`src/verilog/id_pkg.sv`:
```
`default_nettype none

package id_pkg;

	localparam int XLEN       = 32;
	localparam int REG_ADDR_W = 5;

	typedef logic [XLEN-1:0]       word_t;
	typedef logic [REG_ADDR_W-1:0] reg_addr_t;

	// RV32I major opcodes
	localparam logic [6:0] OPC_LOAD   = 7'b0000011;
	localparam logic [6:0] OPC_STORE  = 7'b0100011;
	localparam logic [6:0] OPC_BRANCH = 7'b1100011;
	localparam logic [6:0] OPC_JAL    = 7'b1101111;
	localparam logic [6:0] OPC_OP_IMM = 7'b0010011;
	localparam logic [6:0] OPC_OP     = 7'b0110011;
	localparam logic [6:0] OPC_LUI    = 7'b0110111;
	localparam logic [6:0] OPC_AUIPC  = 7'b0010111;

	localparam word_t LINK_OFFSET = 32'd4; // Return address is the next word

	typedef enum logic [7:0] {
		ALU_NOP,
		ALU_ADD,
		ALU_SUB,
		ALU_SLT,
		ALU_SLTU,
		ALU_XOR,
		ALU_OR,
		ALU_AND,
		ALU_SLL,
		ALU_SRL,
		ALU_SRA,
		ALU_AUIPC,
		ALU_LB,
		ALU_LH,
		ALU_LW,
		ALU_LBU,
		ALU_LHU,
		ALU_SB,
		ALU_SH,
		ALU_SW
	} alu_op_e;

	typedef enum logic [2:0] {
		RES_NOP,
		RES_LOGIC,
		RES_SHIFT,
		RES_ARITH,
		RES_JUMP_BRANCH,
		RES_LOAD_STORE
	} alu_sel_e;

	// Same code as funct3 of the branch group
	typedef enum logic [2:0] {
		BR_EQ  = 3'b000,
		BR_NE  = 3'b001,
		BR_LT  = 3'b100,
		BR_GE  = 3'b101,
		BR_LTU = 3'b110,
		BR_GEU = 3'b111
	} br_cond_e;

	function automatic logic is_load(alu_op_e op);
		return op inside {ALU_LB, ALU_LH, ALU_LW, ALU_LBU, ALU_LHU};
	endfunction

endpackage

`default_nettype wire

```
`src/verilog/inst_decoder.sv`:
```
`timescale 1ns/100ps
`default_nettype none

module inst_decoder (
	input  logic              inst_valid_i,
	input  id_pkg::word_t     pc_i,
	input  id_pkg::word_t     inst_i,
	output id_pkg::alu_op_e   aluop_o,
	output id_pkg::alu_sel_e  alusel_o,
	output id_pkg::reg_addr_t wd_o,
	output logic              wreg_o,
	output id_pkg::reg_addr_t rs1_addr_o,
	output id_pkg::reg_addr_t rs2_addr_o,
	output logic              use_rs1_o,
	output logic              use_rs2_o,
	output id_pkg::word_t     imm_o,
	output id_pkg::word_t     alt1_o,
	output logic              is_branch_o,
	output logic              is_jal_o,
	output id_pkg::br_cond_e  br_cond_o,
	output logic              legal_o
);
	import id_pkg::*;

	logic [6:0] opcode;
	logic [2:0] funct3;
	word_t      imm_i;
	word_t      imm_s;
	word_t      imm_b;
	word_t      imm_j;
	word_t      imm_u;
	word_t      imm_sh;
	alu_op_e    f3_op;
	alu_sel_e   f3_sel;

	assign opcode = inst_i[6:0];
	assign funct3 = inst_i[14:12];

	assign imm_i  = {{20{inst_i[31]}}, inst_i[31:20]};
	assign imm_s  = {{20{inst_i[31]}}, inst_i[31:25], inst_i[11:7]};
	assign imm_b  = {{20{inst_i[31]}}, inst_i[7], inst_i[30:25], inst_i[11:8], 1'b0};
	assign imm_j  = {{12{inst_i[31]}}, inst_i[19:12], inst_i[20], inst_i[30:21], 1'b0};
	assign imm_u  = {inst_i[31:12], 12'b0};
	assign imm_sh = {{(XLEN-REG_ADDR_W){1'b0}}, inst_i[24:20]};

	assign wd_o       = inst_i[11:7];
	assign rs1_addr_o = inst_i[19:15];
	assign rs2_addr_o = inst_i[24:20];
	assign br_cond_o  = br_cond_e'(funct3);

	// ALU operation shared by OP and OP-IMM
	always_comb begin
		case (funct3)
			3'b000: f3_op = (opcode == OPC_OP && inst_i[30]) ? ALU_SUB : ALU_ADD;
			3'b001: f3_op = ALU_SLL;
			3'b010: f3_op = ALU_SLT;
			3'b011: f3_op = ALU_SLTU;
			3'b100: f3_op = ALU_XOR;
			3'b101: f3_op = inst_i[30] ? ALU_SRA : ALU_SRL;
			3'b110: f3_op = ALU_OR;
			default: f3_op = ALU_AND;
		endcase
		case (f3_op)
			ALU_SLL, ALU_SRL, ALU_SRA: f3_sel = RES_SHIFT;
			ALU_XOR, ALU_OR, ALU_AND:  f3_sel = RES_LOGIC;
			default:                   f3_sel = RES_ARITH;
		endcase
	end

	always_comb begin
		aluop_o     = ALU_NOP;
		alusel_o    = RES_NOP;
		wreg_o      = 1'b0;
		use_rs1_o   = 1'b0;
		use_rs2_o   = 1'b0;
		imm_o       = '0;
		is_branch_o = 1'b0;
		is_jal_o    = 1'b0;
		legal_o     = 1'b1;
		case (opcode)
			OPC_LOAD: begin
				alusel_o  = RES_LOAD_STORE;
				wreg_o    = 1'b1;
				use_rs1_o = 1'b1;
				imm_o     = imm_i;
				case (funct3)
					3'b000: aluop_o = ALU_LB;
					3'b001: aluop_o = ALU_LH;
					3'b010: aluop_o = ALU_LW;
					3'b100: aluop_o = ALU_LBU;
					3'b101: aluop_o = ALU_LHU;
					default: legal_o = 1'b0;
				endcase
			end
			OPC_STORE: begin
				alusel_o  = RES_LOAD_STORE;
				use_rs1_o = 1'b1;
				use_rs2_o = 1'b1;
				imm_o     = imm_s;
				case (funct3)
					3'b000: aluop_o = ALU_SB;
					3'b001: aluop_o = ALU_SH;
					3'b010: aluop_o = ALU_SW;
					default: legal_o = 1'b0;
				endcase
			end
			OPC_BRANCH: begin
				alusel_o    = RES_JUMP_BRANCH;
				use_rs1_o   = 1'b1;
				use_rs2_o   = 1'b1;
				is_branch_o = 1'b1;
				imm_o       = imm_b;
				legal_o     = (funct3[2:1] != 2'b01); // 010 and 011 are unused
			end
			OPC_JAL: begin
				alusel_o = RES_JUMP_BRANCH;
				wreg_o   = 1'b1;
				is_jal_o = 1'b1;
				imm_o    = imm_j;
			end
			OPC_OP_IMM: begin
				aluop_o   = f3_op;
				alusel_o  = f3_sel;
				wreg_o    = 1'b1;
				use_rs1_o = 1'b1;
				imm_o     = (f3_sel == RES_SHIFT) ? imm_sh : imm_i;
			end
			OPC_OP: begin
				aluop_o   = f3_op;
				alusel_o  = f3_sel;
				wreg_o    = 1'b1;
				use_rs1_o = 1'b1;
				use_rs2_o = 1'b1;
			end
			OPC_LUI: begin
				aluop_o  = ALU_OR; // imm | imm gives the upper immediate
				alusel_o = RES_LOGIC;
				wreg_o   = 1'b1;
				imm_o    = imm_u;
			end
			OPC_AUIPC: begin
				aluop_o  = ALU_AUIPC;
				alusel_o = RES_ARITH;
				wreg_o   = 1'b1;
				imm_o    = imm_u;
			end
			default: legal_o = 1'b0;
		endcase

		// Nothing reads or writes for an empty or undecoded slot
		if (!inst_valid_i || !legal_o) begin
			aluop_o     = ALU_NOP;
			alusel_o    = RES_NOP;
			wreg_o      = 1'b0;
			use_rs1_o   = 1'b0;
			use_rs2_o   = 1'b0;
			is_branch_o = 1'b0;
			is_jal_o    = 1'b0;
		end
	end

	assign alt1_o = (aluop_o == ALU_AUIPC) ? pc_i : imm_o;

endmodule

`default_nettype wire

```
`src/verilog/operand_bypass.sv`:
```
`timescale 1ns/100ps
`default_nettype none

module operand_bypass (
	input  logic              use_i,
	input  id_pkg::reg_addr_t addr_i,
	input  id_pkg::word_t     rf_data_i,
	input  id_pkg::word_t     alt_i,
	input  logic              ex_wreg_i,
	input  id_pkg::reg_addr_t ex_wd_i,
	input  id_pkg::word_t     ex_wdata_i,
	input  id_pkg::alu_op_e   ex_aluop_i,
	input  logic              mem_wreg_i,
	input  id_pkg::reg_addr_t mem_wd_i,
	input  id_pkg::word_t     mem_wdata_i,
	input  id_pkg::alu_op_e   mem_aluop_i,
	output id_pkg::word_t     operand_o,
	output logic              load_hazard_o
);
	import id_pkg::*;

	logic src_live;
	logic ex_match;
	logic mem_match;

	assign src_live  = use_i && (addr_i != reg_addr_t'(0)); // x0 reads as zero
	assign ex_match  = src_live && (ex_wd_i == addr_i);
	assign mem_match = src_live && (mem_wd_i == addr_i);

	always_comb begin
		if (!use_i) begin
			operand_o = alt_i;
		end else if (ex_match && ex_wreg_i) begin
			operand_o = ex_wdata_i; // Youngest result wins
		end else if (mem_match && mem_wreg_i) begin
			operand_o = mem_wdata_i;
		end else begin
			operand_o = rf_data_i;
		end
	end

	// Load data is not ready yet in either stage
	assign load_hazard_o = (ex_match && is_load(ex_aluop_i)) ||
	                       (mem_match && is_load(mem_aluop_i));

endmodule

`default_nettype wire

```
`src/verilog/branch_unit.sv`:
```
`timescale 1ns/100ps
`default_nettype none

module branch_unit (
	input  id_pkg::word_t    pc_i,
	input  id_pkg::word_t    imm_i,
	input  id_pkg::word_t    op_a_i,
	input  id_pkg::word_t    op_b_i,
	input  logic             is_branch_i,
	input  logic             is_jal_i,
	input  id_pkg::br_cond_e br_cond_i,
	output logic             taken_o,
	output id_pkg::word_t    target_o,
	output id_pkg::word_t    link_o
);
	import id_pkg::*;

	logic cond_met;

	always_comb begin
		case (br_cond_i)
			BR_EQ:   cond_met = (op_a_i == op_b_i);
			BR_NE:   cond_met = (op_a_i != op_b_i);
			BR_LT:   cond_met = ($signed(op_a_i) < $signed(op_b_i));
			BR_GE:   cond_met = ($signed(op_a_i) >= $signed(op_b_i));
			BR_LTU:  cond_met = (op_a_i < op_b_i);
			BR_GEU:  cond_met = (op_a_i >= op_b_i);
			default: cond_met = 1'b0;
		endcase
	end

	assign taken_o = is_jal_i || (is_branch_i && cond_met); // JAL always redirects

	// Both B and J offsets are relative to this pc
	assign target_o = pc_i + imm_i;

	assign link_o = is_jal_i ? (pc_i + LINK_OFFSET) : '0;

endmodule

`default_nettype wire

```
`src/verilog/idex_reg.sv`:
```
`timescale 1ns/100ps
`default_nettype none

module idex_reg (
	input  logic              clk_i,
	input  logic              arst_n_i,
	input  logic              stall_i,
	input  logic              legal_i,
	input  logic              inst_valid_i,
	input  id_pkg::alu_op_e   aluop_i,
	input  id_pkg::alu_sel_e  alusel_i,
	input  id_pkg::reg_addr_t wd_i,
	input  logic              wreg_i,
	input  id_pkg::word_t     reg1_i,
	input  id_pkg::word_t     reg2_i,
	input  id_pkg::word_t     imm_i,
	input  logic              taken_i,
	input  id_pkg::word_t     target_i,
	input  id_pkg::word_t     link_i,
	output logic              valid_o,
	output logic              illegal_o,
	output id_pkg::alu_op_e   aluop_o,
	output id_pkg::alu_sel_e  alusel_o,
	output id_pkg::reg_addr_t wd_o,
	output logic              wreg_o,
	output id_pkg::word_t     reg1_o,
	output id_pkg::word_t     reg2_o,
	output id_pkg::word_t     imm_o,
	output logic              branch_flag_o,
	output id_pkg::word_t     branch_target_o,
	output id_pkg::word_t     link_addr_o
);
	import id_pkg::*;

	logic issue;

	assign issue = inst_valid_i && legal_i && !stall_i;

	always_ff @(posedge clk_i or negedge arst_n_i) begin
		if (!arst_n_i) begin
			valid_o       <= 1'b0;
			illegal_o     <= 1'b0;
			aluop_o       <= ALU_NOP;
			alusel_o      <= RES_NOP;
			wreg_o        <= 1'b0;
			branch_flag_o <= 1'b0;
		end else begin
			valid_o       <= issue;
			illegal_o     <= inst_valid_i && !legal_i && !stall_i;
			aluop_o       <= issue ? aluop_i : ALU_NOP; // Bubble otherwise
			alusel_o      <= issue ? alusel_i : RES_NOP;
			wreg_o        <= issue && wreg_i;
			branch_flag_o <= issue && taken_i;
		end
	end

	always_ff @(posedge clk_i) begin
		wd_o            <= wd_i;
		reg1_o          <= reg1_i;
		reg2_o          <= reg2_i;
		imm_o           <= imm_i;
		branch_target_o <= target_i;
		link_addr_o     <= link_i;
	end

endmodule

`default_nettype wire

```
`src/verilog/id_stage.sv`:
```
`timescale 1ns/100ps
`default_nettype none

module id_stage (
	input  logic              clk_i,
	input  logic              arst_n_i,
	input  logic              inst_valid_i,
	input  id_pkg::word_t     pc_i,
	input  id_pkg::word_t     inst_i,
	input  id_pkg::word_t     reg1_data_i,
	input  id_pkg::word_t     reg2_data_i,
	input  logic              ex_wreg_i,
	input  id_pkg::reg_addr_t ex_wd_i,
	input  id_pkg::word_t     ex_wdata_i,
	input  id_pkg::alu_op_e   ex_aluop_i,
	input  logic              mem_wreg_i,
	input  id_pkg::reg_addr_t mem_wd_i,
	input  id_pkg::word_t     mem_wdata_i,
	input  id_pkg::alu_op_e   mem_aluop_i,
	output id_pkg::reg_addr_t reg1_addr_o,
	output id_pkg::reg_addr_t reg2_addr_o,
	output logic              stall_o,
	output logic              valid_o,
	output logic              illegal_o,
	output id_pkg::alu_op_e   aluop_o,
	output id_pkg::alu_sel_e  alusel_o,
	output id_pkg::reg_addr_t wd_o,
	output logic              wreg_o,
	output id_pkg::word_t     reg1_o,
	output id_pkg::word_t     reg2_o,
	output id_pkg::word_t     imm_o,
	output logic              branch_flag_o,
	output id_pkg::word_t     branch_target_o,
	output id_pkg::word_t     link_addr_o
);
	import id_pkg::*;

	alu_op_e   dec_aluop;
	alu_sel_e  dec_alusel;
	reg_addr_t dec_wd;
	logic      dec_wreg;
	logic      use_rs1;
	logic      use_rs2;
	word_t     dec_imm;
	word_t     alt1;
	logic      is_branch;
	logic      is_jal;
	br_cond_e  br_cond;
	logic      legal;
	word_t     op1;
	word_t     op2;
	logic      hazard1;
	logic      hazard2;
	logic      taken;
	word_t     target;
	word_t     link;

	inst_decoder u_decoder (
		.inst_valid_i (inst_valid_i),
		.pc_i         (pc_i),
		.inst_i       (inst_i),
		.aluop_o      (dec_aluop),
		.alusel_o     (dec_alusel),
		.wd_o         (dec_wd),
		.wreg_o       (dec_wreg),
		.rs1_addr_o   (reg1_addr_o),
		.rs2_addr_o   (reg2_addr_o),
		.use_rs1_o    (use_rs1),
		.use_rs2_o    (use_rs2),
		.imm_o        (dec_imm),
		.alt1_o       (alt1),
		.is_branch_o  (is_branch),
		.is_jal_o     (is_jal),
		.br_cond_o    (br_cond),
		.legal_o      (legal)
	);

	operand_bypass u_bypass_rs1 (
		.use_i         (use_rs1),
		.addr_i        (reg1_addr_o),
		.rf_data_i     (reg1_data_i),
		.alt_i         (alt1), // pc for AUIPC
		.ex_wreg_i     (ex_wreg_i),
		.ex_wd_i       (ex_wd_i),
		.ex_wdata_i    (ex_wdata_i),
		.ex_aluop_i    (ex_aluop_i),
		.mem_wreg_i    (mem_wreg_i),
		.mem_wd_i      (mem_wd_i),
		.mem_wdata_i   (mem_wdata_i),
		.mem_aluop_i   (mem_aluop_i),
		.operand_o     (op1),
		.load_hazard_o (hazard1)
	);

	operand_bypass u_bypass_rs2 (
		.use_i         (use_rs2),
		.addr_i        (reg2_addr_o),
		.rf_data_i     (reg2_data_i),
		.alt_i         (dec_imm),
		.ex_wreg_i     (ex_wreg_i),
		.ex_wd_i       (ex_wd_i),
		.ex_wdata_i    (ex_wdata_i),
		.ex_aluop_i    (ex_aluop_i),
		.mem_wreg_i    (mem_wreg_i),
		.mem_wd_i      (mem_wd_i),
		.mem_wdata_i   (mem_wdata_i),
		.mem_aluop_i   (mem_aluop_i),
		.operand_o     (op2),
		.load_hazard_o (hazard2)
	);

	branch_unit u_branch (
		.pc_i        (pc_i),
		.imm_i       (dec_imm),
		.op_a_i      (op1),
		.op_b_i      (op2),
		.is_branch_i (is_branch),
		.is_jal_i    (is_jal),
		.br_cond_i   (br_cond),
		.taken_o     (taken),
		.target_o    (target),
		.link_o      (link)
	);

	assign stall_o = hazard1 | hazard2;

	idex_reg u_idex (
		.clk_i           (clk_i),
		.arst_n_i        (arst_n_i),
		.stall_i         (stall_o),
		.legal_i         (legal),
		.inst_valid_i    (inst_valid_i),
		.aluop_i         (dec_aluop),
		.alusel_i        (dec_alusel),
		.wd_i            (dec_wd),
		.wreg_i          (dec_wreg),
		.reg1_i          (op1),
		.reg2_i          (op2),
		.imm_i           (dec_imm),
		.taken_i         (taken),
		.target_i        (target),
		.link_i          (link),
		.valid_o         (valid_o),
		.illegal_o       (illegal_o),
		.aluop_o         (aluop_o),
		.alusel_o        (alusel_o),
		.wd_o            (wd_o),
		.wreg_o          (wreg_o),
		.reg1_o          (reg1_o),
		.reg2_o          (reg2_o),
		.imm_o           (imm_o),
		.branch_flag_o   (branch_flag_o),
		.branch_target_o (branch_target_o),
		.link_addr_o     (link_addr_o)
	);

endmodule

`default_nettype wire

```
`config.mk`:
```
export PLATFORM = sky130hd
export DESIGN_NAME = id_stage
export DESIGN_NICKNAME = d
export VERILOG_FILES = /design/src/verilog/id_pkg.sv /design/src/verilog/inst_decoder.sv /design/src/verilog/operand_bypass.sv /design/src/verilog/branch_unit.sv /design/src/verilog/idex_reg.sv /design/src/verilog/id_stage.sv
export SDC_FILE = /design/constraint.sdc
export NUM_CORES = 1
export LEC_CHECK = 0
export BUFFER_PORTS_ARGS = -buffer_cell sky130_fd_sc_hd__buf_2
export CAP_MARGIN = 10
export CORE_MARGIN = 8
export CORE_UTILIZATION = 50
export DETAILED_ROUTE_END_ITERATION = 7
export GPL_ROUTABILITY_DRIVEN = 1
export PLACE_DENSITY = 0.82
export SLEW_MARGIN = 20
export SYNTH_ARGS = -nofsm -noshare
export SYNTH_HDL_FRONTEND = slang
export SYNTH_SLANG_ARGS = --single-unit
```
`constraint.sdc`:
```
create_clock -name clk_i -period 2.12 [get_ports clk_i]
set_input_delay 0.212 -clock clk_i [delete_from_list [all_inputs] [get_ports clk_i]]
set_output_delay 0.212 -clock clk_i [all_outputs]
set_load 0.05 [all_outputs]
```
# ---- After elaboration in Yosys (flattened, before gate mapping)
# Cells that the tools add are included.
dict set report op_classes {
  addsub 2
  n_lt_le_gt_ge 4
  n_eq_ne 40
  mux 35
  bitwise_logic 1
  n_reduce_logical 46
}
# cell count
set ops {}
lappend ops {{$mux 32} 8}
lappend ops {{$pmux 32 s6} 1}
lappend ops {{$eq 8x4->1 const B} 12}
lappend ops {{$ge 32x32->1} 2}
lappend ops {{$lt 32x32->1} 2}
lappend ops {{$pmux 8 s7} 1}
lappend ops {{$pmux 8 s5} 1}
lappend ops {{$add 32x3->32 const B} 1}
lappend ops {{$add 32x32->32} 1}
lappend ops {{$eq 32x32->1} 1}
lappend ops {{$ne 32x32->1} 1}
lappend ops {{$pmux 5 s5} 1}
lappend ops {{$eq 8x3->1 const B} 3}
lappend ops {{$logic_and 1x1->1} 22}
lappend ops {{$eq 7x6->1 const B} 3}
lappend ops {{$eq 5x5->1} 4}
lappend ops {{$reduce_bool 5->1} 4}
lappend ops {{$eq 8x5->1 const B} 2}
lappend ops {{$mux 8} 2}
lappend ops {{$pmux 3 s5} 1}
lappend ops {{$pmux 5 s3} 1}
lappend ops {{$reduce_or 5->1} 3}
lappend ops {{$eq 7x5->1 const B} 2}
lappend ops {{$eq 7x7->1 const B} 2}
lappend ops {{19 further kinds} 47}
dict set report totals {
  reg_bits 180
  input_bits 223
  out_inout_bits 191
  word_cells 140
}

# ---- Logic depth before layout (Yosys ltp)
# Gate-level depths: netlist of run 1.
dict set report depth {
  depth_word 18
  mapped_depth 20
  depth_no_buf 17
}

# ---- Modules after synthesis
# Synthesis of run 1 repeated with hierarchy kept, for this count alone.
dict set report unflattened {
  hier_cells 1214
  area_unflattened_um2 10865.4
}
# module instances cells_each area_each_um2 seq_area_each_um2
set modules_own_cells {}
lappend modules_own_cells {idex_reg 1 198 3867.5 3678.5}
lappend modules_own_cells {branch_unit 1 452 3100.5 0.0}
lappend modules_own_cells {operand_bypass 2 175 1161.1 0.0}
lappend modules_own_cells {inst_decoder 1 213 1569.0 0.0}
lappend modules_own_cells {id_stage 1 1 6.3 0.0}

# ---- Worst setup path before layout of run 1
# Ideal clock, no wire load.
dict set report synth_path {
  kind {in2reg}
  start {in inst_i[5]}
  end {reg u_idex.branch_flag_o}
  arrival_time_ps 3502
  required_ps 2021
  path_slack_ps -1482
  path_stages 18
  path_cell_list {buf_2 -> nor2b_1 -> o221ai_2 -> nor4_2 -> nand4_2 -> buf_2 -> mux2i_1 -> nand2_1 -> o21ai_0 -> a21oi_1 -> ha_1 -> a21oi_1 -> o21ai_0 -> a2111oi_0 -> a31oi_1 -> nor4_1 -> o21ai_0 -> a311oi_1}
}
dict set report synth_via {
  elab_chain_cells 17
  elab_cells_between_ends 79
  classes_between {order compare (4); eq/ne (18); mux (24); bitwise (1); reduce/logical (32)}
}
# element line_no
set synth_lines {}
lappend synth_lines {{start, declared} id_stage.sv:9} ;# input id_pkg::word_t inst_i,
lappend synth_lines {{$eq 7x6->1, or another cell as far along} {inst_decoder.sv:54, inst_decoder.sv:80}}
lappend synth_lines {{$logic_and 1x1->1 / $reduce_or 5->1 (equally long branches)} -}
lappend synth_lines {{$mux 2 / $pmux 1 s4 (equally long branches)} {inst_decoder.sv:54, inst_decoder.sv:80}}
lappend synth_lines {{$pmux 8 s7 / $logic_not 1->1 (equally long branches)} {inst_decoder.sv:53, inst_decoder.sv:151}}
lappend synth_lines {{$eq 8x3->1, or another cell as far along} inst_decoder.sv:63} ;# case (f3_op)
lappend synth_lines {{$reduce_or 3->1 / $mux 1 (equally long branches)} {inst_decoder.sv:63, inst_decoder.sv:151}}
lappend synth_lines {{$pmux 2 s2 / $logic_and 1x1->1 (equally long branches)} {inst_decoder.sv:63, operand_bypass.sv:26}}
lappend synth_lines {{$eq 2x2->1 / $logic_and 1x1->1 (equally long branches)} {inst_decoder.sv:126, operand_bypass.sv:28}}
lappend synth_lines {{(+2 left out)} -}
lappend synth_lines {{$mux 32, on equally long branches} {inst_decoder.sv:162, operand_bypass.sv:33}}
lappend synth_lines {{$mux 32 (*)} operand_bypass.sv:31} ;# if (!use_i) begin
lappend synth_lines {{net op1[5]} id_stage.sv:50} ;# word_t op1;
lappend synth_lines {{$ge 32x32->1, or another cell as far along} branch_unit.sv:27} ;# BR_GEU: cond_met = (op_a_i >= op_b_i);
lappend synth_lines {{$pmux 1 s6 (*)} branch_unit.sv:21} ;# case (br_cond_i)
lappend synth_lines {{$logic_and 1x1->1 (*)} branch_unit.sv:32} ;# assign taken_o = is_jal_i || (is_branch_i && cond_met);
lappend synth_lines {{$logic_or 1x1->1 (*)} branch_unit.sv:32}
lappend synth_lines {{$logic_and 1x1->1 (*)} idex_reg.sv:53} ;# branch_flag_o <= issue && taken_i;
lappend synth_lines {{end signal, assigned} idex_reg.sv:53}
lappend synth_lines {{end, declared} idex_reg.sv:29} ;# output logic branch_flag_o,
# The timed path passes the listed nets; every way through them passes the cells marked *.
# A chain may end at the register's enable or synchronous reset.

# ---- Worst setup path in the final report of run 1
dict set report layout_path {
  start {in inst_i[3]}
  end {reg u_idex.branch_flag_o}
}
dict set report layout_via {
  elab_chain_cells 17
  elab_cells_between_ends 79
  classes_between {order compare (4); eq/ne (18); mux (24); bitwise (1); reduce/logical (32)}
}
# element line_no
set layout_lines {}
lappend layout_lines {{$eq 7x6->1, or another cell as far along} {inst_decoder.sv:54, inst_decoder.sv:80}}
lappend layout_lines {{$logic_and 1x1->1 / $reduce_or 5->1 (equally long branches)} -}
lappend layout_lines {{$mux 2 / $pmux 1 s4 (equally long branches)} {inst_decoder.sv:54, inst_decoder.sv:80}}
lappend layout_lines {{$pmux 8 s7 / $logic_not 1->1 (equally long branches)} {inst_decoder.sv:53, inst_decoder.sv:151}}
lappend layout_lines {{$eq 8x3->1, or another cell as far along} inst_decoder.sv:63}
lappend layout_lines {{$reduce_or 3->1 / $mux 1 (equally long branches)} {inst_decoder.sv:63, inst_decoder.sv:151}}
lappend layout_lines {{$pmux 2 s2 / $logic_and 1x1->1 (equally long branches)} {inst_decoder.sv:63, operand_bypass.sv:26}}
lappend layout_lines {{$eq 2x2->1 / $logic_and 1x1->1 (equally long branches)} {inst_decoder.sv:126, operand_bypass.sv:28}}
lappend layout_lines {{$mux 32 / $logic_and 1x1->1 (equally long branches)} {inst_decoder.sv:126, operand_bypass.sv:35}}
lappend layout_lines {{$pmux 32 s6 / $mux 32 (equally long branches)} {inst_decoder.sv:80, operand_bypass.sv:35}}
lappend layout_lines {{$mux 32, on equally long branches} {inst_decoder.sv:162, operand_bypass.sv:33}}
lappend layout_lines {{$mux 32} operand_bypass.sv:31}
lappend layout_lines {{$ge 32x32->1, or another cell as far along} branch_unit.sv:27}
lappend layout_lines {{$pmux 1 s6} branch_unit.sv:21}
lappend layout_lines {{$logic_and 1x1->1} branch_unit.sv:32}
lappend layout_lines {{$logic_or 1x1->1} branch_unit.sv:32}
lappend layout_lines {{$logic_and 1x1->1 (*)} idex_reg.sv:53}
# Mark *: on every way between the ends. The rest lies on a longest branch, timed or not.

==> run_results.csv, run 1 <==
group,metric,value,unit
logic_synthesis,ys_seq_elements,177,
placed_design,dp_hpwl,41.27,mm
global_routing,track_usage,41.92,%
power_and_ir_drop,vdd_drop_max,0.5602,mV
sta,drv_slew,0,
sta,worst_slew_pin_slew,622.3,ps
worst_setup_path,worst_setup_path_start_kind,"primary input",
power_and_ir_drop,p_leak,0.009463,µW
detailed_routing,wirelength,65.80,mm
global_routing,grt_first_pass_wirelength,84.07,mm
placed_design,dpl.cell_count,2240,
detailed_routing,post-route-drc-count,0,
clocking,clkTransAtPathRegs,70,ps
clocking,ctsHtreeMaxLevel,4,
floorplan,rows,52,
placed_design,dp_slack,-2071,ps
clocking,cts_tree,"done",
run_status,status,"finished with violations",
global_routing,grt_pass1_vias,14248,
worst_setup_path,end_kind,"flip-flop",
finish,final-seq-area,0.003603,mm²
floorplan,core_area,0.02030,mm²
clocking,clock-root-buffer,"clkbuf_16",
sta,min_period,3852,ps
power_and_ir_drop,pwr_density_cell,501.7,mW/mm²
logic_synthesis,syn_inst,1252,
placed_design,io_buffer_count,410,
detailed_routing,vias_per_cell,6.456,
detailed_routing,drt_pass1_iterations,8,
power_and_ir_drop,clockPowerShare,35.9,%
logic_synthesis,synth_edf_count,0,
finish,syn_to_final_growth,72.92,%
detailed_routing,wl_per_cell,28.09,µm
global_routing,grt_antenna_before_repair,8,
global_routing,globalRouteOverflowTotal,0,
finish,fin_area,0.01795,mm²
sta,setup-violations-final,43,
sta,maxSlewHeadroom,58.20,%
logic_synthesis,avgSynthCellArea,8.290,µm²
sta,setup_ws,-1732,ps
sta,max_freq,259.6,MHz
run,maxCapViolCount,0,
power_and_ir_drop,switchingPower,3034,µW
worst_setup_path,cp.arrival,4200,ps
logic_synthesis,ys.flop_type,"dfxtp_1",
finish,drive_gt1_share,51.48,%
sta,finalHoldViolCount,0,
min_path,hold_path.class,"in2reg",
detailed_routing,drt_first_iter_violations,2266,
global_routing,grt_max_degree,31,
power_and_ir_drop,switching_share,33.69,%
finish,multi_input_area,0.007437,mm²
placed_design,gp_congestion,1.010,
sta,rsz0062_at_grt,"yes",
clocking,clock_path_buffers,2,
logic_synthesis,synthArstFlopShare,6.780,%
power_and_ir_drop,seq_power_share,38.4,%
clocking,cts_sinks,177,
finish,fillers,980,
detailed_routing,drt.antenna.violating_nets,0,
floorplan,die_w,160.1,µm
floorplan,die-area,0.02562,mm²
clocking,cts_made_buffers,17,
finish,fin_cells,2342,
worst_setup_path,crit_path_max_fanout,5,
floorplan,dieHeight,160.1,µm
worst_setup_path,critical_path_class,"in2reg",
logic_synthesis,syn_area,0.01038,mm²
logic_synthesis,ys_types,74,
detailed_routing,num_vias,15120,
min_path,hold_depth,2,
floorplan,initial_core_util,51.13,%
sta,period_share,181.7,%
floorplan,pin_count,414,
run_status,violations,"setup timing",
power_and_ir_drop,pwr-share-comb,25.7,%
logic_synthesis,synth.yosys.seq_area_share,34.72,%
power_and_ir_drop,p_int,5970,µW
worst_setup_path,cp.required,2470,ps
placed_design,post_dp_cell_area,0.01578,mm²
finish,fin_nets,2340,
logic_synthesis,ys_warn_count,0,
[layout make-up]
type                            count  share of cell area [%]
Antenna cell                        7                 0.09760
Clock buffer                       21                   2.684
Clock inverter                     11                  0.5020
Inverter                           28                  0.5856
Multi-Input combinational cell    975                   41.44
Sequential cell                   177                   20.08
Tap cell                          270                   1.882
Timing Repair Buffer              853                   32.73
[cell usage after synthesis (3+ instances only)]
library cell | instances | area (µm²)
nor3_1 | 16 | 80.08
nand3_1 | 33 | 165.2
a31oi_1 | 5 | 31.28
nor2b_1 | 13 | 81.33
nand2_1 | 151 | 566.8
buf_2 | 27 | 135.1
o21bai_1 | 3 | 22.52
nor4_1 | 12 | 75.07
xor2_1 | 33 | 289.0
o21ai_1 | 76 | 380.4
xnor2_1 | 38 | 332.8
o21a_1 | 31 | 232.7
inv_1 | 28 | 105.1
o211ai_1 | 22 | 165.2
o21ai_0 | 48 | 240.2
and2_1 | 14 | 87.58
dfxtp_1 | 165 | 3303
a21oi_1 | 114 | 570.6
clkbuf_1 | 28 | 105.1
dfrtp_1 | 12 | 300.3
a21o_1 | 15 | 112.6
nor2_1 | 102 | 382.9
or3_1 | 4 | 25.02
a22o_1 | 5 | 43.79
mux2i_1 | 73 | 730.7
buf_4 | 18 | 135.1
and3_1 | 13 | 81.33
nand4_1 | 10 | 62.56
o2111ai_1 | 3 | 26.28
a211oi_1 | 11 | 82.58
a22oi_1 | 3 | 22.52
ha_1 | 64 | 800.8
nand2b_1 | 8 | 50.05
[cell families (layout without fill, tap and decap cells)]
logic type	after synthesis	after routing	synth area share, %
mux	76	76	7.366
compound gates	366	366	21.54
buf+inv	103	913	4.726
fa+ha+maj	65	65	7.908
xor+xnor	71	71	5.992
other cells	1	10	0.03613
flops	177	177	34.72
simple gates	393	394	17.71
[layer usage]
layer | share of wire, % | global-route usage [%]
met1 | 33 | 47.87
met2 | 44 | 69.16
met3 | 13 | 10.08
met4 | 9.6 | 27.23
met5 | 0.062 | 0
[power by group through the flow]
stage / clock network, µW / registers, µW / logic, µW
floorplan: 0 / 3860 / 652
global placement: 0 / 3520 / 1870
detailed placement: 0 / 3530 / 1900
CTS: 3140 / 3450 / 2010
global route: 3350 / 3460 / 2360
finish: 3230 / 3460 / 2310
[path summary, 6_finish.rpt]
kind / from / end
min in group asynchronous: arst_n_i / u_idex.branch_flag_o
max in group asynchronous: arst_n_i / u_idex.aluop_o[2]
worst min-delay path: inst_i[11] / u_idex.wd_o[4]
worst max-delay path: inst_i[3] / u_idex.branch_flag_o
[critical path, cell delays in order]
cell	delay [ps]
buf_6	100
and4bb_2	320
buf_6	140
o211ai_1	140
nor4_2	330
nand4_2	210
buf_6	200
buf_16	140
buf_4	150
mux2i_4	180
nand2_1	80
o21ai_2	60
o21a_1	190
ha_1	300
nand2_2	70
nor4_2	260
buf_4	160
a22oi_1	70
a31oi_1	340
nor2_1	100
nand3_1	100
nand4_1	110
a311oi_1	220
[what timing repair did]
item / in CTS / in global routing
gates cloned: 2 / 2
hold endpoints to repair: 15 / 0
gates resized for setup: 109 / 117
pin swaps: 61 / 51
endpoints found under the setup margin: 49 / 56
setup buffers: 32 / 30
hold buffers: 4 / 0
[per-stage QoR]
step	utilization, %	total power [µW]	hold WS [ps]	setup TNS [ps]
final	88.41	9003	42.78	-32530
after global routing	88.39	9178	19.38	-32620
after CTS	84.59	8604	16.38	-20080
after detailed placement	77.73	5427	124.3	-64650
after global placement	77.73	5392	118.2	-61090
after floorplan	-	4510	-83.59	-16770
[sequential cells by signal (all words and copies together) (netlist names)]
| register | flops |
|---|---|
| u_idex.branch_target_o | 32 |
| u_idex.imm_o | 32 |
| u_idex.link_addr_o | 32 |
| u_idex.reg1_o | 32 |
| u_idex.reg2_o | 32 |
| u_idex.aluop_o | 5 |
| u_idex.wd_o | 5 |
| u_idex.alusel_o | 3 |
| u_idex.branch_flag_o | 1 |
| u_idex.illegal_o | 1 |
| u_idex.valid_o | 1 |
| u_idex.wreg_o | 1 |
[cell usage in the layout (no fill, tap or decap), types with 31 or more instances in the layout]
master,Yosys,final
o21ai_0,48,34
xnor2_1,38,33
o21a_1,31,31
buf_2,27,405
buf_6,0,43
ha_1,64,46
nand2_1,151,144
a21oi_1,114,86
buf_4,18,375
nor2_1,102,93
mux2i_1,73,62
dfxtp_1,165,165
o21ai_1,76,73
(Power assumes the default switching activity.)
==> inputs of run 2 (changes only) <==
--- a/config.mk
+++ b/config.mk
@@ -5,10 +5,11 @@
 export SDC_FILE = /design/constraint.sdc
 export NUM_CORES = 1
 export LEC_CHECK = 0
+export ABC_AREA = 1
 export BUFFER_PORTS_ARGS = -buffer_cell sky130_fd_sc_hd__buf_2
 export CAP_MARGIN = 10
 export CORE_MARGIN = 8
-export CORE_UTILIZATION = 50
+export CORE_UTILIZATION = 51
 export DETAILED_ROUTE_END_ITERATION = 7
 export GPL_ROUTABILITY_DRIVEN = 1
 export PLACE_DENSITY = 0.82
==> run_results.csv, run 2 <==
group,metric,value,unit
logic_synthesis,ys_types,55,
floorplan,pin_count,414,
floorplan,die_w,166.6,µm
clocking,cts_sinks,177,
global_routing,grt_antenna_before_repair,14,
logic_synthesis,synth_area_leaders,"dfxtp_1 29%, nand2_1 10%, inv_1 9.5%, ha_1 6.9%, nand3_1 6.9%",
clocking,clock-root-buffer,"clkbuf_16",
placed_design,post_dp_cell_area,0.01722,mm²
sta,worstEndpointGrtRepair,"u_idex.branch_flag_o$_DFF_PN0_/D",
logic_synthesis,synth_top_area_share,28.55,%
global_routing,globalRouteOverflowTotal,89,
global_routing,track_usage,77.79,%
global_routing,grt_max_degree,32,
logic_synthesis,ys.flop_type,"dfxtp_1",
placed_design,io_buffer_count,410,
logic_synthesis,ys_warn_count,0,
logic_synthesis,synth_edf_count,0,
sta,worstEpCategory,"register input",
placed_design,gp_congestion,1.002,
logic_synthesis,syn_inst,1725,
logic_synthesis,avgSynthCellArea,6.706,µm²
placed_design,dp_hpwl,47.85,mm
clocking,clock_path_buffers,2,
logic_synthesis,synth.yosys.seq_area_share,31.15,%
logic_synthesis,synth_common_cells,"314 x nand2_1, 294 x inv_1, 165 x dfxtp_1",
floorplan,rows,55,
floorplan,dieHeight,166.6,µm
run_status,status,"aborted with a tool error",
logic_synthesis,yosysTopAreaCell,"dfxtp_1",
logic_synthesis,ys_seq_elements,177,
logic_synthesis,synthMostInstantiatedCell,"nand2_1",
clocking,cts_made_buffers,17,
logic_synthesis,synthArstFlopShare,6.780,%
floorplan,initial_core_util,51.57,%
clocking,ctsHtreeMaxLevel,4,
run_status,stop_error,"[ERROR GRT-0232] Routing congestion too high. Check the congestion heatmap in the GUI.",
run_status,stop_stage,"5_1_grt",
logic_synthesis,syn_area,0.01157,mm²
==> run 2: changes by cell type after synthesis, sizes merged, moves of 14 or more <==
cell	change
nand3	+125
mux2i	-73
a21oi	+20
o21a	-24
o211ai	-20
o21ai	-21
o41ai	+44
xnor2	-22
and2	-14
inv	+312
nand2	+174
nor2	+26
==> run 2: per-stage QoR <==
step,setup WS [ps],hold WS (ps),utilization [%],TNS (ps),std cells
CTS,-1070,46.74,83.99,-14280,2826
global placement,-1882,119.8,76.74,-44410,2758
detailed placement,-1924,118.5,76.74,-49600,2758
floorplan,-960.1,-83.59,-,-8040,1727
==> run 2: timing repair <==
| action | in CTS |
|---|---|
| setup buffers | 33 |
| hold endpoints to repair | 17 |
| pin swaps | 57 |
| hold buffers | 6 |
| gates resized for setup | 168 |
| setup endpoints to repair | 30 |
| cloned | 1 |
==> run 2: cells by family after synthesis <==
group,Yosys count,share of synthesized area [%]
compound gates,335,17.21
other cells,1,0.03242
simple gates,693,26.97
fa+ha+maj,65,7.095
flops,177,31.15
buf+inv,415,14.59
xor+xnor,39,2.953
==> run 2: per-layer routing <==
metal | track usage [%] | overflow
met5 | 36.28 | 0
met4 | 77.09 | 39
met2 | 91.13 | 42
met3 | 70.00 | 3
met1 | 75.38 | 5
==> inputs of run 3 (changes only) <==
--- a/config.mk
+++ b/config.mk
@@ -9,10 +9,10 @@
 export BUFFER_PORTS_ARGS = -buffer_cell sky130_fd_sc_hd__buf_2
 export CAP_MARGIN = 10
 export CORE_MARGIN = 8
-export CORE_UTILIZATION = 51
+export CORE_UTILIZATION = 40
 export DETAILED_ROUTE_END_ITERATION = 7
 export GPL_ROUTABILITY_DRIVEN = 1
-export PLACE_DENSITY = 0.82
+export PLACE_DENSITY_LB_ADDON = 0.15
 export SLEW_MARGIN = 20
 export SYNTH_ARGS = -nofsm -noshare
 export SYNTH_HDL_FRONTEND = slang
==> run_results.csv, run 3 <==
group,metric,value,unit
detailed_routing,post-route-drc-count,0,
sta,drv_slew,0,
logic_synthesis,ys_types,55,
floorplan,die_w,186.1,µm
global_routing,grt_antenna_before_repair,1,
power_and_ir_drop,vdd_drop_max,0.3679,mV
clocking,clkTransAtPathRegs,70,ps
sta,worst_hold_slack,62.15,ps
clocking,ctsHtreeMaxLevel,4,
finish,fin_nets,2917,
global_routing,grt_first_pass_wirelength,89.56,mm
sta,setup-violations-final,32,
global_routing,track_usage,34.13,%
worst_setup_path,crit_path_max_fanout,8,
min_path,hold_path.class,"in2reg",
clocking,cts_made_buffers,17,
logic_synthesis,synth_top_family_by_area,"simple AND/OR/NAND/NOR gates",
worst_setup_path,cp.arrival,3640,ps
worst_setup_path,end_kind,"flip-flop",
logic_synthesis,synth_edf_count,0,
logic_synthesis,avgSynthCellArea,6.706,µm²
placed_design,dp_slack,-1803,ps
sta,finalHoldViolCount,0,
power_and_ir_drop,clockPowerShare,36.3,%
worst_setup_path,cp_common_cell,"nor2_4",
worst_setup_path,worst_setup_path_start_kind,"primary input",
sta,period_share,156.4,%
placed_design,io_buffer_count,410,
global_routing,globalRouteOverflowTotal,0,
power_and_ir_drop,p_int,6287,µW
finish,layout_common_cells,"445 x buf_4, 403 x buf_2, 267 x inv_1, 257 x nand2_1, 165 x dfxtp_1",
power_and_ir_drop,p_leak,0.01177,µW
detailed_routing,drt.antenna.violating_nets,0,
power_and_ir_drop,switching_share,33.74,%
min_path,min-delay-start,"pc_i[0]",
min_path,holdPathEnd,"u_idex.branch_target_o[0]",
logic_synthesis,synth_xor_area_share,2.953,%
global_routing,grt_pass1_vias,15465,
global_routing,grt_max_degree,30,
floorplan,die-area,0.03462,mm²
sta,min_period,3315,ps
sta,max_freq,301.7,MHz
worst_setup_path,path_buf_inv,6,
min_path,hold_depth,2,
floorplan,initial_core_util,40.41,%
floorplan,rows,62,
placed_design,gp_congestion,0.9706,
run,maxCapViolCount,0,
power_and_ir_drop,p_total,9488,µW
worst_setup_path,critical_path_class,"in2reg",
worst_setup_path,worst_path_max_delay_cell,"ha_4",
power_and_ir_drop,pwr_density_cell,453.9,mW/mm²
power_and_ir_drop,seq_power_share,36.4,%
detailed_routing,num_vias,15962,
clocking,cts_sinks,177,
detailed_routing,drt_first_iter_violations,1425,
detailed_routing,wl_per_cell,21.34,µm
logic_synthesis,synthAdderAreaFrac,7.095,%
run_status,violations,"setup timing",
clocking,cts_tree,"done",
logic_synthesis,synthMostInstantiatedCell,"nand2_1",
floorplan,core_area,0.02863,mm²
worst_setup_path,cp.required,2450,ps
sta,rsz0062_at_grt,"yes",
logic_synthesis,syn_area,0.01157,mm²
floorplan,dieHeight,186.1,µm
power_and_ir_drop,pwr-share-comb,27.3,%
detailed_routing,drt_pass1_iterations,6,
worst_setup_path,cpPeakStageDelay,240,ps
detailed_routing,vias_per_cell,5.271,
logic_synthesis,synth.yosys.seq_area_share,31.15,%
logic_synthesis,synth_area_leaders,"dfxtp_1 29%, nand2_1 10%, inv_1 9.5%, ha_1 6.9%, nand3_1 6.9%",
finish,syn_to_final_growth,80.67,%
floorplan,pin_count,414,
sta,setup_ws,-1195,ps
logic_synthesis,ys_warn_count,0,
logic_synthesis,synth_common_cells,"314 x nand2_1, 294 x inv_1, 165 x dfxtp_1",
logic_synthesis,ys.flop_type,"dfxtp_1",
logic_synthesis,ys_seq_elements,177,
clocking,clock-root-buffer,"clkbuf_16",
logic_synthesis,synth_top_area_share,28.55,%
logic_synthesis,synth-simple-area-share,26.97,%
detailed_routing,wirelength,64.61,mm
placed_design,dp_hpwl,49.47,mm
finish,layout_commonest_cell,"buf_4",
logic_synthesis,synthArstFlopShare,6.780,%
finish,drive_gt1_share,51.32,%
logic_synthesis,muxShareOfSynthArea,0,%
logic_synthesis,synth_compound_area_share,17.21,%
finish,final_util,73.02,%
logic_synthesis,yosysTopAreaCell,"dfxtp_1",
worst_setup_path,crit_family,"simple AND/OR/NAND/NOR gates",
run_status,status,"finished with violations",
logic_synthesis,syn_inst,1725,
clocking,clock_path_buffers,2,
power_and_ir_drop,switchingPower,3201,µW
[run 3: layer usage]
metal	global-route usage (%)	up-vias	share of wire [%]
li1	-	7415	-
met1	43.44	7507	40
met2	58.37	898	48
met3	5.192	140	8.8
met4	10.89	2	3.6
met5	0	-	0.015
[run 3: worst max-delay path by stage]
stage | from | endpoint | slack (ps) | cells past startpoint
global route | inst_i[5] | u_idex.branch_flag_o | -1340 | 25
CTS | inst_i[3] | u_idex.branch_flag_o | -1080 | 27
global placement | inst_i[16] | u_idex.branch_flag_o | -1730 | 24
detailed placement | inst_i[16] | u_idex.branch_flag_o | -1800 | 23
finish | inst_i[2] | u_idex.branch_flag_o | -1200 | 30
floorplan | inst_i[6] | u_idex.branch_flag_o | -960 | 26
[run 3: cell families (layout without fill, tap and decap cells)]
group	Yosys count	count (layout)
buffers and inverters	415	1330
AND/OR/NAND/NOR	693	693
flip-flops	177	177
AO/OA/AOI/OAI	335	335
adder cells (fa/ha/maj)	65	65
other	1	5
XOR/XNOR	39	39
[run 3: layout make-up]
type | count | area (µm²)
timing repair inverter | 1 | 5.005
multi-input combinational | 1135 | 8039
sequential | 177 | 3603
tap | 384 | 480.5
clock inverter | 13 | 163.9
timing repair buffer | 956 | 6844
antenna | 2 | 5.005
clock buffer | 19 | 452.9
fill | 2302 | 7724
inverter | 341 | 1308
[run 3: through the flow]
stage	instances	setup TNS, ps	cell area (µm²)
final	3028	-22030	20900
after global routing	3026	-24700	20900
after CTS	2977	-17890	19570
after detailed placement	2900	-53350	17700
after global placement	2900	-50560	17700
after floorplan	1727	-8040	11960
[run 3: timing repair]
item                                    in CTS  in global routing
endpoints found under the setup margin      32                 43
buffers inserted                            45                 45
hold buffers                                 6                  0
gates resized for setup                    201                210
endpoints found under the hold margin       17                  0
pin swaps                                   56                 95
gates cloned                                 1                  5
[run 3: power groups by stage]
stage	sequential, µW	combinational, µW	clock [µW]
floorplan	3870	742	0
global placement	3530	2150	0
detailed placement	3530	2160	0
CTS	3450	2320	3470
global route	3460	2720	3590
finish	3460	2590	3450
